**src/design/cache_geom_pkg.sv**
```systemverilog
`default_nettype none

package cache_geom_pkg;

    // Byte address layout is tag [15:11], set index [10:3], word [2:1], byte [0].
    localparam int addr_w         = 16;
    localparam int data_w         = 16;
    localparam int tag_w          = 5;
    localparam int index_w        = 8;
    localparam int word_sel_w     = 2;
    localparam int words_per_line = 4;
    localparam int num_ways       = 2;

    typedef logic [addr_w-1:0]     addr_t;
    typedef logic [data_w-1:0]     word_t;
    typedef logic [tag_w-1:0]      tag_t;
    typedef logic [index_w-1:0]    index_t;
    typedef logic [word_sel_w-1:0] word_sel_t;

endpackage

`default_nettype wire

```
**src/design/cache_ctrl_pkg.sv**
```systemverilog
`default_nettype none

package cache_ctrl_pkg;

    // The write-back states walk the victim line one word per cycle.
    // The fill states overlap memory reads (fill_0..fill_3) with way writes (fill_2..fill_5).
    typedef enum logic [3:0] {
        idle,
        compare,
        wb_0, wb_1, wb_2, wb_3,
        fill_0, fill_1, fill_2, fill_3, fill_4, fill_5
    } ctrl_state_t;

    typedef enum logic {
        op_read  = 1'b0,
        op_write = 1'b1
    } req_op_t;

endpackage

`default_nettype wire

```
**src/design/cache_ctrl.sv**
```systemverilog
`default_nettype none
`timescale 1ns/1ps

module cache_ctrl (
    input  logic                                       clk,
    input  logic                                       reset,
    input  logic                                       req_valid,
    input  cache_ctrl_pkg::req_op_t                    req_op,
    input  cache_geom_pkg::addr_t                      req_addr,
    input  cache_geom_pkg::word_t                      req_wdata,
    input  logic                                       hit,
    input  logic                                       hit_way,
    input  logic                                       victim_way,
    input  logic                                       victim_dirty_valid,
    input  cache_geom_pkg::tag_t                       victim_tag,
    input  cache_geom_pkg::word_t                      sel_rdata,
    input  cache_geom_pkg::word_t                      mem_rdata,
    output logic                                       req_ready,
    output logic                                       resp_valid,
    output cache_geom_pkg::word_t                      resp_rdata,
    output logic                                       resp_hit,
    output cache_geom_pkg::index_t                     way_index,
    output cache_geom_pkg::word_sel_t                  way_word,
    output cache_geom_pkg::tag_t                       way_wtag,
    output cache_geom_pkg::word_t                      way_wdata,
    output logic                                       way_set_valid,
    output logic                                       way_set_dirty,
    output logic [cache_geom_pkg::num_ways-1:0]        way_write,
    output logic                                       wb_phase,
    output logic                                       lru_touch,
    output logic                                       lru_way,
    output logic                                       mem_read,
    output logic                                       mem_write,
    output cache_geom_pkg::addr_t                      mem_addr,
    output cache_geom_pkg::word_t                      mem_wdata
);
    import cache_geom_pkg::*;
    import cache_ctrl_pkg::*;

    ctrl_state_t state;
    ctrl_state_t next_state;

    req_op_t   op_q;
    tag_t      tag_q;
    index_t    index_q;
    word_sel_t word_q;
    word_t     wdata_q;
    logic      victim_q;
    word_t     mem_rdata_q;
    word_t     rdata_q;

    word_sel_t seq_word;
    word_sel_t fill_wr_word;
    logic      fill_rd;
    logic      fill_wr;
    logic      fill_match;

    // ------------------------------------------------------------------------
    // Word sequencing for the write-back and refill states
    // ------------------------------------------------------------------------
    always_comb begin
        seq_word     = '0;
        fill_wr_word = '0;
        case (state)
            wb_1, fill_1: seq_word = 2'd1;
            wb_2, fill_2: seq_word = 2'd2;
            wb_3, fill_3: seq_word = 2'd3;
            default:      seq_word = 2'd0;
        endcase
        case (state)
            fill_3:  fill_wr_word = 2'd1;
            fill_4:  fill_wr_word = 2'd2;
            fill_5:  fill_wr_word = 2'd3;
            default: fill_wr_word = 2'd0;
        endcase
    end

    assign fill_rd    = state inside {fill_0, fill_1, fill_2, fill_3};
    assign fill_wr    = state inside {fill_2, fill_3, fill_4, fill_5};
    assign fill_match = fill_wr && (fill_wr_word == word_q);

    assign req_ready = (state == idle);
    assign way_index = index_q;
    assign way_wtag  = tag_q;

    // ------------------------------------------------------------------------
    // Next state and outputs
    // ------------------------------------------------------------------------
    always_comb begin
        next_state    = state;
        resp_valid    = 1'b0;
        resp_hit      = 1'b0;
        resp_rdata    = rdata_q;
        way_word      = word_q;
        way_wdata     = wdata_q;
        way_set_valid = 1'b0;
        way_set_dirty = 1'b0;
        way_write     = '0;
        wb_phase      = 1'b0;
        lru_touch     = 1'b0;
        lru_way       = victim_q;
        mem_read      = 1'b0;
        mem_write     = 1'b0;
        mem_addr      = {tag_q, index_q, seq_word, 1'b0};
        mem_wdata     = sel_rdata;

        case (state)
            idle: begin
                if (req_valid) begin
                    next_state = compare;
                end
            end
            compare: begin
                resp_rdata = sel_rdata;
                if (hit) begin
                    resp_valid = 1'b1;
                    resp_hit   = 1'b1;
                    lru_touch  = 1'b1;
                    lru_way    = hit_way;
                    if (op_q == op_write) begin
                        way_write[hit_way] = 1'b1;
                        way_set_dirty      = 1'b1;
                    end
                    next_state = idle;
                end else if (victim_dirty_valid) begin
                    next_state = wb_0;
                end else begin
                    next_state = fill_0;
                end
            end
            wb_0, wb_1, wb_2, wb_3: begin
                wb_phase  = 1'b1;
                way_word  = seq_word;
                mem_write = 1'b1;
                mem_addr  = {victim_tag, index_q, seq_word, 1'b0};
                next_state = (state == wb_3) ? fill_0 : ctrl_state_t'(state + 4'd1);
            end
            fill_0, fill_1, fill_2, fill_3, fill_4, fill_5: begin
                mem_read = fill_rd;
                if (fill_wr) begin
                    way_write[victim_q] = 1'b1;
                    way_word            = fill_wr_word;
                    way_wdata = (fill_match && op_q == op_write) ? wdata_q : mem_rdata_q;
                end
                if (state == fill_5) begin
                    way_set_valid = 1'b1;
                    way_set_dirty = (op_q == op_write);
                    lru_touch     = 1'b1;
                    resp_valid    = 1'b1;
                    resp_rdata    = fill_match ? mem_rdata_q : rdata_q;
                    next_state    = idle;
                end else begin
                    next_state = ctrl_state_t'(state + 4'd1);
                end
            end
            default: next_state = idle;
        endcase
    end

    always_ff @(posedge clk) begin
        if (reset) begin
            state <= idle;
        end else begin
            state <= next_state;
        end
    end

    // Memory data is staged once so that the fill writes line up with fill_2..fill_5.
    always_ff @(posedge clk) begin
        mem_rdata_q <= mem_rdata;
        if (req_valid && req_ready) begin
            op_q    <= req_op;
            tag_q   <= req_addr[addr_w-1 -: tag_w];
            index_q <= req_addr[addr_w-tag_w-1 -: index_w];
            word_q  <= req_addr[word_sel_w:1];
            wdata_q <= req_wdata;
        end
        if (state == compare) begin
            victim_q <= victim_way;
        end
        if (fill_match) begin
            rdata_q <= mem_rdata_q;
        end
    end

    // Write-back runs only while the selector still reports a valid and dirty victim.
    a_wb_dirty_victim: assert property (
        @(posedge clk) disable iff (reset) wb_phase |-> victim_dirty_valid
    );

    // The selector keeps naming the way latched at compare until the fill ends.
    a_victim_held: assert property (
        @(posedge clk) disable iff (reset)
            (wb_phase || fill_wr) |-> (victim_way == victim_q)
    );

endmodule

`default_nettype wire

```
**config.mk**
```make
export PLATFORM = sky130hd
export DESIGN_NAME = cache_ctrl
export DESIGN_NICKNAME = d
export VERILOG_FILES = /design/src/design/cache_geom_pkg.sv /design/src/design/cache_ctrl_pkg.sv /design/src/design/cache_ctrl.sv
export SDC_FILE = /design/constraint.sdc
export NUM_CORES = 1
export LEC_CHECK = 0
export ABC_CLOCK_PERIOD_IN_PS = 3300
export BUFFER_PORTS_ARGS = -buffer_cell sky130_fd_sc_hd__buf_2
export CORE_UTILIZATION = 47
export DETAILED_ROUTE_END_ITERATION = 8
export PLACE_DENSITY_LB_ADDON = 0.15
export SYNTH_ARGS = -nofsm -noshare
export SYNTH_HDL_FRONTEND = slang
export SYNTH_SLANG_ARGS = --single-unit
```
**constraint.sdc**
```tcl
create_clock -name clk -period 3.3 [get_ports clk]
set_input_delay 0.495 -clock clk [delete_from_list [all_inputs] [get_ports clk]]
set_output_delay 0.495 -clock clk [all_outputs]
set_load 0.05 [all_outputs]
```
==> run summary <==
Initial DRC count = 57
Latest clock arrival within the worst-skew pair = 340 ps
Pre-Repair DR Iteration Count = 4
Post-CTS Setup Inserts = 0
Synth cell types = 42
Synth top area share = 27.9%
Design Power = 4.12 mW
Core ar. = 7290 µm²
Crit path max fanout = 8
CP Launch Type = flip-flop
Final ANT Viol Nets = 0
Depth of the worst hold-timing path = 1
Vias post-DR = 2,884
Highest clock rate = 318 MHz
Setup ws final = 156 ps
Worst hold path class = input port to flip-flop
DR DRC count = 0
Netlist Area Pre-Place = 3550 µm²
Minimum clock period = 3140 ps
Syn nets = 416
Top-count cell post-synth = a21oi_1
First-pass GRT wire length = 12,700 µm
Vias in the first global route = 2,711
DP Worst Slack = 377 ps
RSZ-0062 raised after global routing = yes
Port bufs = 165
WP data required = 2800 ps
GPL Wtd Cong = 0.796
CTS root buf = clkbuf_8
Main synth FF type = dfxtp_1
Die ar. = 7900 µm²
Slew Viols, Final = 0
Reg-to-reg slack, setup = 710 ps
Total congestion overflow = 0
ANT cells = 0
Fin crit share = 95.3%
Critical path class = flip-flop to primary output
Initial core utilization = 48.7%
CTS tree = done
FF+latch count, synth = 69
Largest net degree at the start of global routing = 38
Clock buffers created by TritonCTS = 9
Avg WL per Cell = 14.6 µm
Synth area leaders = edfxtp_1, dfxtp_1, mux2_2
Nets = 558
Finished Layout Cells = 581
H-tree depth = 3
Fin. Hold Viols = 0
Power per Cell Area = 911 nW/µm²
Arrival time of the worst setup path = 2650 ps
Share of cells above drive strength 1 = 49.8%
Post-synth ARST share = 0%
Post-Route WL = 8500 µm
Core Rows = 31
Busiest grt layer = met2
Via density = 4.96
Syn-to-layout area delta = 27.6%
Part of the Yosys area used for sequential elements = 48.2%
Status = completed
Setup TNS = 0 ps
Reg clk slew, reported paths = 80 ps
Total GRT Usage = 21.8%
Slew HR = 58.5%
Fin Hold WS = 247 ps
Dpl hpwl = 5950 µm
IO Pins = 168
Least-Margin Pin Slew = 623 ps
Ys Warns = 0
Worst Reg2Reg Path Length in Cells = 8
Post-Syn Instances = 335
# setup viols final = 0
Clock skew = 9.51 ps
Max-Cap Viols = 0
Post-synth EDFFs = 33
Synth top cells by count = a21oi_1, dfxtp_1, edfxtp_1, mux2_2, o21ai_0
Die W = 88.9 µm
Avg Cell Area, Syn = 10.6 µm²
Leakage = 2.18 nW
M3 GR Usage = 5.45%
Cell taking the most area after synthesis = edfxtp_1
Chip height = 88.9 µm
Antenna violations before repair = 0
Clk buf depth = 2
CP Capture Type = primary output
GR Util met1 = 25.4%
Clock Sink Count = 69
Met2 Usage GRT = 38.6%
Dpl cells = 565
Largest vdd supply drop = 449 µV
## where the power goes
group          total [mW]  internal (mW)  leakage, nW  switching, mW
logic                2.21          0.580         1.46           1.63
clock network       0.773          0.448        0.110          0.324
registers            1.14           1.07        0.611         0.0708
total                4.12           2.10         2.18           2.02
## worst max-delay path, stage by stage, from the launching register on
cell,delay [ps]
dfxtp_2,420
inv_1,90
ha_1,250
nor2_4,170
or3_1,130
nand4_1,220
o21ai_2,240
buf_4,220
mux2_2,350
buf_2,210
## metrics by stage
| step | area (µm²) | utilization, % |
|---|---|---|
| 2_1_floorplan | 3550 | - |
| 3_3_place_gp | 4280 | 58.7 |
| 3_5_place_dp | 4280 | 58.7 |
| 4_1_cts | 4510 | 61.8 |
| 5_1_grt | 4530 | 62.1 |
| 6_report | 4530 | 62.1 |
## final timing paths
check / endpoint / startpoint
worst min-delay path: mem_rdata_q[14]$_DFF_P_ / mem_rdata[14]
worst max register to register: rdata_q[4]$_DFF_P_ / state[1]$_SDFFE_PP0P_
worst min register to register: rdata_q[10]$_DFF_P_ / mem_rdata_q[10]$_DFF_P_
worst max-delay path: way_wdata[15] / state[0]$_SDFFE_PP0P_
## state kept, by name, summed over array words and instances, names as in the netlist
name / flops
mem_rdata_q: 16
op_q: 1
rdata_q: 16
state: 4
victim_q: 1
way_index: 8
way_wtag: 5
wdata_q: 16
word_q: 2
## layer usage
| layer | share of wire (%) | routed length [µm] | vias up |
|---|---|---|---|
| li1 | - | - | 1442 |
| met4 | 0.89 | 76 | 0 |
| met3 | 5.7 | 481 | 10 |
| met2 | 51 | 4360 | 93 |
| met5 | 0 | 0 | - |
| met1 | 42 | 3580 | 1339 |
## logic make-up after synthesis
logic type	after synthesis	synth area share [%]
AO/OA/AOI/OAI	80	12.4
adder cells (fa/ha/maj)	4	1.41
AND/OR/NAND/NOR	74	10.6
multiplexers	54	17.6
flip-flops	69	48.2
XOR/XNOR	1	0.247
buffers and inverters	52	9.34
other	1	0.106
## cells in the final DEF (no fill, tap or decap), types with 3 or more instances in the layout
cell / count
buf_4: 12
inv_1: 6
buf_2: 165
nor2b_1: 17
nor3_1: 3
edfxtp_1: 33
dfxtp_1: 35
mux2_2: 28
or3_1: 3
a21oi_1: 40
o21ai_0: 28
clkbuf_8: 10
nand2b_1: 5
mux2i_1: 16
nand2_1: 10
or2_2: 3
mux2_4: 10
nor2_1: 23
## area by class of cell
| type | count | area, µm² |
|---|---|---|
| clock buffers | 11 | 141 |
| clock inverters | 5 | 82.6 |
| fillers | 679 | 2770 |
| inverters | 6 | 22.5 |
| multi-input cells | 214 | 1530 |
| flip-flops and latches | 69 | 1710 |
| well taps | 99 | 124 |
| repair buffers | 177 | 916 |
## timing repair
item / in CTS / in global routing
cloned: 0 / 0
resized for setup: 1 / 4
hold buffers: 0 / 0
endpoints found under the setup margin: 17 / 28
No activity file was read; power rests on OpenSTA's default activity.
