**config.mk**
```make
export PLATFORM = sky130hd
export DESIGN_NAME = way_select
export DESIGN_NICKNAME = d
export VERILOG_FILES = /design/src/design/cache_geom_pkg.sv /design/src/design/way_select.sv
export SDC_FILE = /design/constraint.sdc
export NUM_CORES = 1
export LEC_CHECK = 0
export BUFFER_PORTS_ARGS = -buffer_cell sky130_fd_sc_hd__buf_4
export CORE_MARGIN = 2
export CORE_UTILIZATION = 45
export CTS_BUF_LIST = sky130_fd_sc_hd__clkbuf_4 sky130_fd_sc_hd__clkbuf_8
export DETAILED_ROUTE_END_ITERATION = 16
export SETUP_SLACK_MARGIN = 0.1
export SLEW_MARGIN = 40
export SYNTH_ARGS = -nofsm -noshare
export SYNTH_HDL_FRONTEND = slang
export SYNTH_SLANG_ARGS = --single-unit
```
**constraint.sdc**
```tcl
create_clock -name clk -period 6.15 [get_ports clk]
set_input_delay 1.23 -clock clk [delete_from_list [all_inputs] [get_ports clk]]
set_output_delay 1.23 -clock clk [all_outputs]
set_load 0.02 [all_outputs]
```
**src/design/cache_geom_pkg.sv**
```systemverilog
`default_nettype none

package cache_geom_pkg;

    // Byte address layout is tag [15:11], set index [10:3], word [2:1], byte [0].
    localparam int addr_w         = 16;
    localparam int data_w         = 16;
    localparam int tag_w          = 5;
    localparam int index_w        = 8;
    localparam int word_sel_w     = 2;
    localparam int words_per_line = 4;
    localparam int num_ways       = 2;

    typedef logic [addr_w-1:0]     addr_t;
    typedef logic [data_w-1:0]     word_t;
    typedef logic [tag_w-1:0]      tag_t;
    typedef logic [index_w-1:0]    index_t;
    typedef logic [word_sel_w-1:0] word_sel_t;

endpackage

`default_nettype wire

```
**src/design/way_select.sv**
```systemverilog
`default_nettype none
`timescale 1ns/1ps

module way_select (
    input  logic                                                 clk,
    input  logic                                                 reset,
    input  logic [cache_geom_pkg::num_ways-1:0]                  way_hit,
    input  logic [cache_geom_pkg::num_ways-1:0]                  way_valid,
    input  logic [cache_geom_pkg::num_ways-1:0]                  way_dirty,
    input  cache_geom_pkg::tag_t [cache_geom_pkg::num_ways-1:0]  way_tag,
    input  cache_geom_pkg::word_t [cache_geom_pkg::num_ways-1:0] way_rdata,
    input  logic                                                 wb_phase,
    input  cache_geom_pkg::index_t                               lru_index,
    input  logic                                                 lru_touch,
    input  logic                                                 lru_way,
    output logic                                                 hit,
    output logic                                                 hit_way,
    output logic                                                 victim_way,
    output logic                                                 victim_dirty_valid,
    output cache_geom_pkg::tag_t                                 victim_tag,
    output cache_geom_pkg::word_t                                sel_rdata
);
    import cache_geom_pkg::*;

    // Each bit names the least recently used way of its set.
    logic [2**index_w-1:0] lru_bits;

    always_comb begin
        hit     = |way_hit;
        hit_way = 1'b0;
        for (int i = 0; i < num_ways; i++) begin
            if (way_hit[i]) begin
                hit_way = 1'(i);
            end
        end
        if (!way_valid[0]) begin
            victim_way = 1'b0;
        end else if (!way_valid[1]) begin
            victim_way = 1'b1;
        end else begin
            victim_way = lru_bits[lru_index];
        end
        victim_dirty_valid = way_valid[victim_way] && way_dirty[victim_way];
        victim_tag         = way_tag[victim_way];
        sel_rdata          = wb_phase ? way_rdata[victim_way] : way_rdata[hit_way];
    end

    always_ff @(posedge clk) begin
        if (reset) begin
            lru_bits <= '0;
        end else if (lru_touch) begin
            lru_bits[lru_index] <= ~lru_way;
        end
    end

    // A tag lives in at most one way of a set.
    a_single_hit: assert property (
        @(posedge clk) disable iff (reset) $onehot0(way_hit)
    );

endmodule

`default_nettype wire

```
==> flow_metrics.tcl, run 1 <==
set metrics [dict create \
    numClockSinks 256 \
    peakVddDrop_uv 149 \
    synth_ff_type "dfxtp_1" \
    pwr-share-seq 0.449 \
    grt_overflow 0 \
    ys_seq_elements 256 \
    yosysMostFrequentCell "dfxtp_1" \
    cp_max_fo 27 \
    ioPinCount 86 \
    comb_power_share 0.091 \
    start_util 0.455 \
    diodes 0 \
    ctsHoldBuffers 0 \
    finalCriticalPeriod_ps 5640 \
    drive_gt1_frac 0.228 \
    clock_latency_ps 550 \
    synthCells 1251 \
    num_vias 10400 \
    worstHoldStart "lru_bits[209]$_SDFFE_PP0P_" \
    port_buffers 85 \
    largest_reg_flops 256 \
    die_w_um 168 \
    yosysTopAreaCell "dfxtp_1" \
    fin_util 0.523 \
    maxSlewHeadroom 0.427 \
    startpoint_type "primary input" \
    dp.final_hpwl_mm 20.7 \
    coreArea_um2 26700 \
    cts_buffers 45 \
    rsz0062_at_grt "false" \
    max_freq_mhz 177 \
    routed_wl_mm 35.6 \
    post_cts_buffers 0 \
    clkTransAtPathRegs_ps 50 \
    fp.dieH_um 168 \
    cts_tree "yes" \
    rr_worst_depth 2 \
    grt_pass1_wl_mm 55.9 \
    grt_use_total 0.246 \
    hold_path.class "flip-flop to flip-flop" \
    synthArstFlopShare 0 \
    worstPathRequired_ps 4920 \
    antenna_found_initial 0 \
    r2r_end "lru_bits[68]$_SDFFE_PP0P_" \
    gp_congestion 0.822 \
    seq_area_frac_synth 0.422 \
    std_cell_rows 60 \
    end_kind "output pin" \
    grt_start_max_net_pins 137 \
    fin_ws_ps 515 \
    whs_path_depth 2 \
    worst_pin_slew_ps 859 \
    hold_violations 0 \
    fin_crit_sh 0.916 \
    htreeDepth 2 \
    critPathArrivalTime_ps 4410 \
    switching_power_mw 0.925 \
    avgViaCountPerCell 6.38 \
    ctsResizeCount 0 \
    reg_top3 "lru_bits (256)" \
    synth_common_cells "256 x dfxtp_1, 228 x a21oi_1, 224 x a311oi_1, 132 x clkbuf_1, 97 x nor2_1" \
    timing.final.max_slew_violations 0 \
    drtIter0Drc 1122 \
    grt_pass1_vias 9638 \
    avgSynthCellArea_um2 9.71 \
    netlist_area_um2 12200 \
    cap_violations 0 \
    power.density_nw_per_um2 265 \
    wl_per_cell_um 21.8 \
    synth_edf_count 0 \
    syn_nets 1312 \
    swShare 0.250 \
    setup_viol 0 \
    dp_slack_ps 512 \
    synthTopCellsByArea "dfxtp_1 42%, a311oi_1 16%, a21oi_1 9.4%" \
    final_antenna_net_count 0 \
    skew_ps 0 \
    clock_path_buffers 3 \
    first_pass_iters 5 \
    cts_root_buffer "clkbuf_8" \
    p_int_mw 2.78 \
    power_leakage_nw 4.51 \
    top_register "lru_bits" \
    setup_tns_ps 0 \
    status "complete, no violations" \
    yosysUniqueCellTypes 45 \
    crit_type "primary input to output pin" \
    layout.nets 1317 \
    ff2ff_setup_slack_ps 5370 \
    area.growth.synth_to_final_pct 15.1 \
    min_to "lru_bits[209]$_SDFFE_PP0P_" \
    p_clk_frac 0.460 \
    drc 0 \
    r2r-start "lru_bits[68]$_SDFFE_PP0P_" \
    yosysWarnings 0 \
    synth_top_area_frac 0.422 \
    dieArea_um2 28300 \
]
-- cells in the final DEF, fill, tap and decap left out, types with 31 or more instances in the layout --
master	n
dfxtp_1	256
a21oi_1	228
a311oi_1	224
buf_4	118
nor2_1	74
clkbuf_8	61
mux2i_1	52
a211oi_1	34
mux4_2	31
nand2_1	31
-- critical path, cell delays in order --
cell	delay, ps
buf_4	280
buf_4	430
mux4_1	350
mux2i_1	280
nor2_1	70
nand4b_1	190
a221oi_2	420
nand3_2	140
o221ai_4	140
buf_4	300
mux2_2	370
buf_4	160
-- cell type report --
cell class | instances | area (um2)
flip-flops and latches | 256 | 5120
multi-input cells | 825 | 6430
clock buffers | 74 | 937
well taps | 341 | 427
repair buffers | 124 | 995
inverters | 4 | 15.0
fillers | 2440 | 12700
clock inverters | 5 | 55.1
-- logic make-up after synthesis --
| group | after synthesis | share of synthesized area |
|---|---|---|
| buffers and inverters | 170 | 0.0595 |
| DFF | 256 | 0.422 |
| AOI/OAI and AO/OA | 525 | 0.302 |
| and+or+nand+nor | 182 | 0.0657 |
| muxes | 118 | 0.151 |
-- through the flow --
stage	area (um2)	power (mW)	std cells	hold slack, ps
floorplan	12200	1.92	1251	475
global placement	12900	2.03	1548	484
detailed placement	13000	2.03	1549	491
CTS	14000	3.73	1628	499
global route	14000	3.83	1629	507
finish	14000	3.71	1629	498
-- routing by layer --
layer | routed length [um] | up-vias | global-route usage
li1 | - | 4974 | -
met2 | 16100 | 401 | 0.378
met4 | 913 | 0 | 0.0798
met1 | 16100 | 4950 | 0.350
met5 | 0 | - | 0
met3 | 2460 | 64 | 0.0451
-- worst max path at each step --
stage,startpoint,to,slack (ps)
global placement,lru_index[1],sel_rdata[1],560
finish,lru_index[1],sel_rdata[15],510
floorplan,lru_index[0],sel_rdata[10],1270
detailed placement,lru_index[1],sel_rdata[15],510
CTS,lru_index[1],sel_rdata[15],500
global route,lru_index[1],sel_rdata[15],390
-- power groups by stage --
stage	sequential, mW	clock (mW)	combinational, mW
floorplan	1.70	0	0.217
global placement	1.70	0	0.330
detailed placement	1.70	0	0.333
CTS	1.66	1.73	0.335
global route	1.66	1.81	0.357
finish	1.66	1.70	0.337
Power figures use the tool's default switching activity.
==> inputs of run 2 (changes only) <==
Settings changed: PLACE_DENSITY from default to 0.61.
==> run 2 against run 1 <==
Compared with the run above: clock power is 8% lower; clock skew stayed put; first-iteration DRC count is 3.1% lower; flip-flop and latch count stayed put; utilization is 0.29 points lower; critical path depth stayed put; worst setup slack better by 9.9 ps; combinational power hardly changed; critical endpoint is now sel_rdata[3]; highest routed layer unchanged.
==> flow_metrics.tcl, run 2 (synthesis results as in run 1) <==
set metrics [dict create \
    swShare 0.250 \
    setup_viol 0 \
    drive_gt1_frac 0.223 \
    crit_type "primary input to output pin" \
    antenna_found_initial 0 \
    cts_root_buffer "clkbuf_8" \
    topRoutingLayerUsed "met4" \
    power.density_nw_per_um2 257 \
    ioPinCount 86 \
    grt_pass1_wl_mm 56.3 \
    die_w_um 168 \
    diodes 0 \
    coreArea_um2 26700 \
    worst_pin_slew_ps 841 \
    pwr-share-seq 0.466 \
    hold_violations 0 \
    dieArea_um2 28300 \
    layout.nets 1315 \
    post_cts_buffers 0 \
    reg_top3 "lru_bits (256)" \
    fillCellCount 2498 \
    clock_path_buffers 3 \
    skew_ps 0 \
    avgViaCountPerCell 6.45 \
    wl_per_cell_um 22.0 \
    fp.dieH_um 168 \
    timing.final.max_slew_violations 0 \
    cap_violations 0 \
    wl_met3_mm 2.43 \
    clock_latency_ps 530 \
    fin_area_um2 13900 \
    status "complete, no violations" \
    grt_pass1_vias 9638 \
    final_cell_mix "256 x dfxtp_1, 228 x a21oi_1, 224 x a311oi_1" \
    hold_path.class "flip-flop to flip-flop" \
    fin_crit_sh 0.915 \
    routed_wl_mm 35.7 \
    mostFrequentLayoutCell "dfxtp_1" \
    setup_tns_ps 0 \
    wl_met2_mm 16.2 \
    start_util 0.455 \
    worstPathRequired_ps 4920 \
    grt_use_total 0.247 \
    cts_buffers 44 \
    numClockSinks 256 \
    grt_overflow 0 \
    startpoint_type "primary input" \
    p_int_mw 2.68 \
    cp_max_fo 50 \
    switching_power_mw 0.894 \
    place_area_um2 13000 \
    top_register "lru_bits" \
    std_cell_rows 60 \
    rsz0062_at_grt "false" \
    final_cells 1620 \
    p_clk_frac 0.439 \
    cts_tree "yes" \
    end_kind "output pin" \
    drc 0 \
    met1_length_mm 16.2 \
    drtIter0Drc 1087 \
    comb_power_share 0.095 \
    port_buffers 85 \
    area.growth.synth_to_final_pct 14.4 \
    peakVddDrop_uv 136 \
    finalCriticalPeriod_ps 5630 \
    htreeDepth 2 \
    max_freq_mhz 178 \
    clkTransAtPathRegs_ps 60 \
    ctsResizeCount 0 \
    dp_cells 1548 \
    final_antenna_net_count 0 \
    finalPower_mw 3.57 \
    first_pass_iters 5 \
    maxSlewHeadroom 0.439 \
    grt_start_max_net_pins 140 \
    timing.hold.ws_ps 497 \
    power_leakage_nw 4.47 \
    ctsHoldBuffers 0 \
    num_vias 10400 \
    dp.final_hpwl_mm 21.0 \
    gp_congestion 0.810 \
    critPathArrivalTime_ps 4400 \
    largest_reg_flops 256 \
]
run 2: changes by cell type in the layout (fill, tap and decap cells not counted):
cell        previous run  this run
buf_12                 2         3
buf_16                 1         2
buf_4                118       116
buf_6                  1         0
clkbuf_4              13        12
clkbuf_8              61        54
clkinv_2               2         4
clkinvlp_4             2         0
nor2_2                17        15
nor2_4                 6         8
run 2: final timing paths:
kind	start	end	slack (ps)	cells after the start
max reg2reg	lru_bits[117]$_SDFFE_PP0P_	lru_bits[117]$_SDFFE_PP0P_	5340	2
min	lru_bits[228]$_SDFFE_PP0P_	lru_bits[228]$_SDFFE_PP0P_	500	2
max	lru_index[1]	sel_rdata[3]	520	12
min reg2reg	lru_bits[228]$_SDFFE_PP0P_	lru_bits[228]$_SDFFE_PP0P_	500	2
run 2: critical path, stage by stage:
cell and delay (ps):
buf_4 330, buf_12 360, mux4_1 350, mux2i_1 270, nor2_1 60, nand4b_1 180
a221oi_2 390, nand3_2 160, o221ai_4 150, buf_4 300, mux2_2 370, buf_4 160
run 2: routing by layer:
metal / vias up / global-route usage
li1: 4975 / -
met3: 62 / 0.0430
met4: 0 / 0.0720
met2: 368 / 0.383
met5: - / 0
met1: 5038 / 0.353
run 2: power groups by stage:
stage / sequential [mW] / clock (mW) / combinational (mW)
3_5_place_dp: 1.70 / 0 / 0.336
3_3_place_gp: 1.70 / 0 / 0.331
6_report: 1.66 / 1.57 / 0.340
4_1_cts: 1.66 / 1.60 / 0.337
2_1_floorplan: 1.70 / 0 / 0.217
5_1_grt: 1.66 / 1.68 / 0.361
run 2: cell type report:
class / instances / area (um2) / share of cell area
multi-input cells: 825 / 6440 / 0.463
flip-flops and latches: 256 / 5120 / 0.369
clock inverters: 5 / 50.0 / 0.00360
repair buffers: 123 / 1020 / 0.0731
inverters: 4 / 15.0 / 0.00108
well taps: 341 / 427 / 0.0307
clock buffers: 66 / 833 / 0.0599
run 2: metrics by stage:
step | util | setup WS, ps
floorplan | - | 1270
global route | 0.520 | 334
CTS | 0.519 | 515
detailed placement | 0.486 | 531
finish | 0.520 | 525
global placement | 0.484 | 552
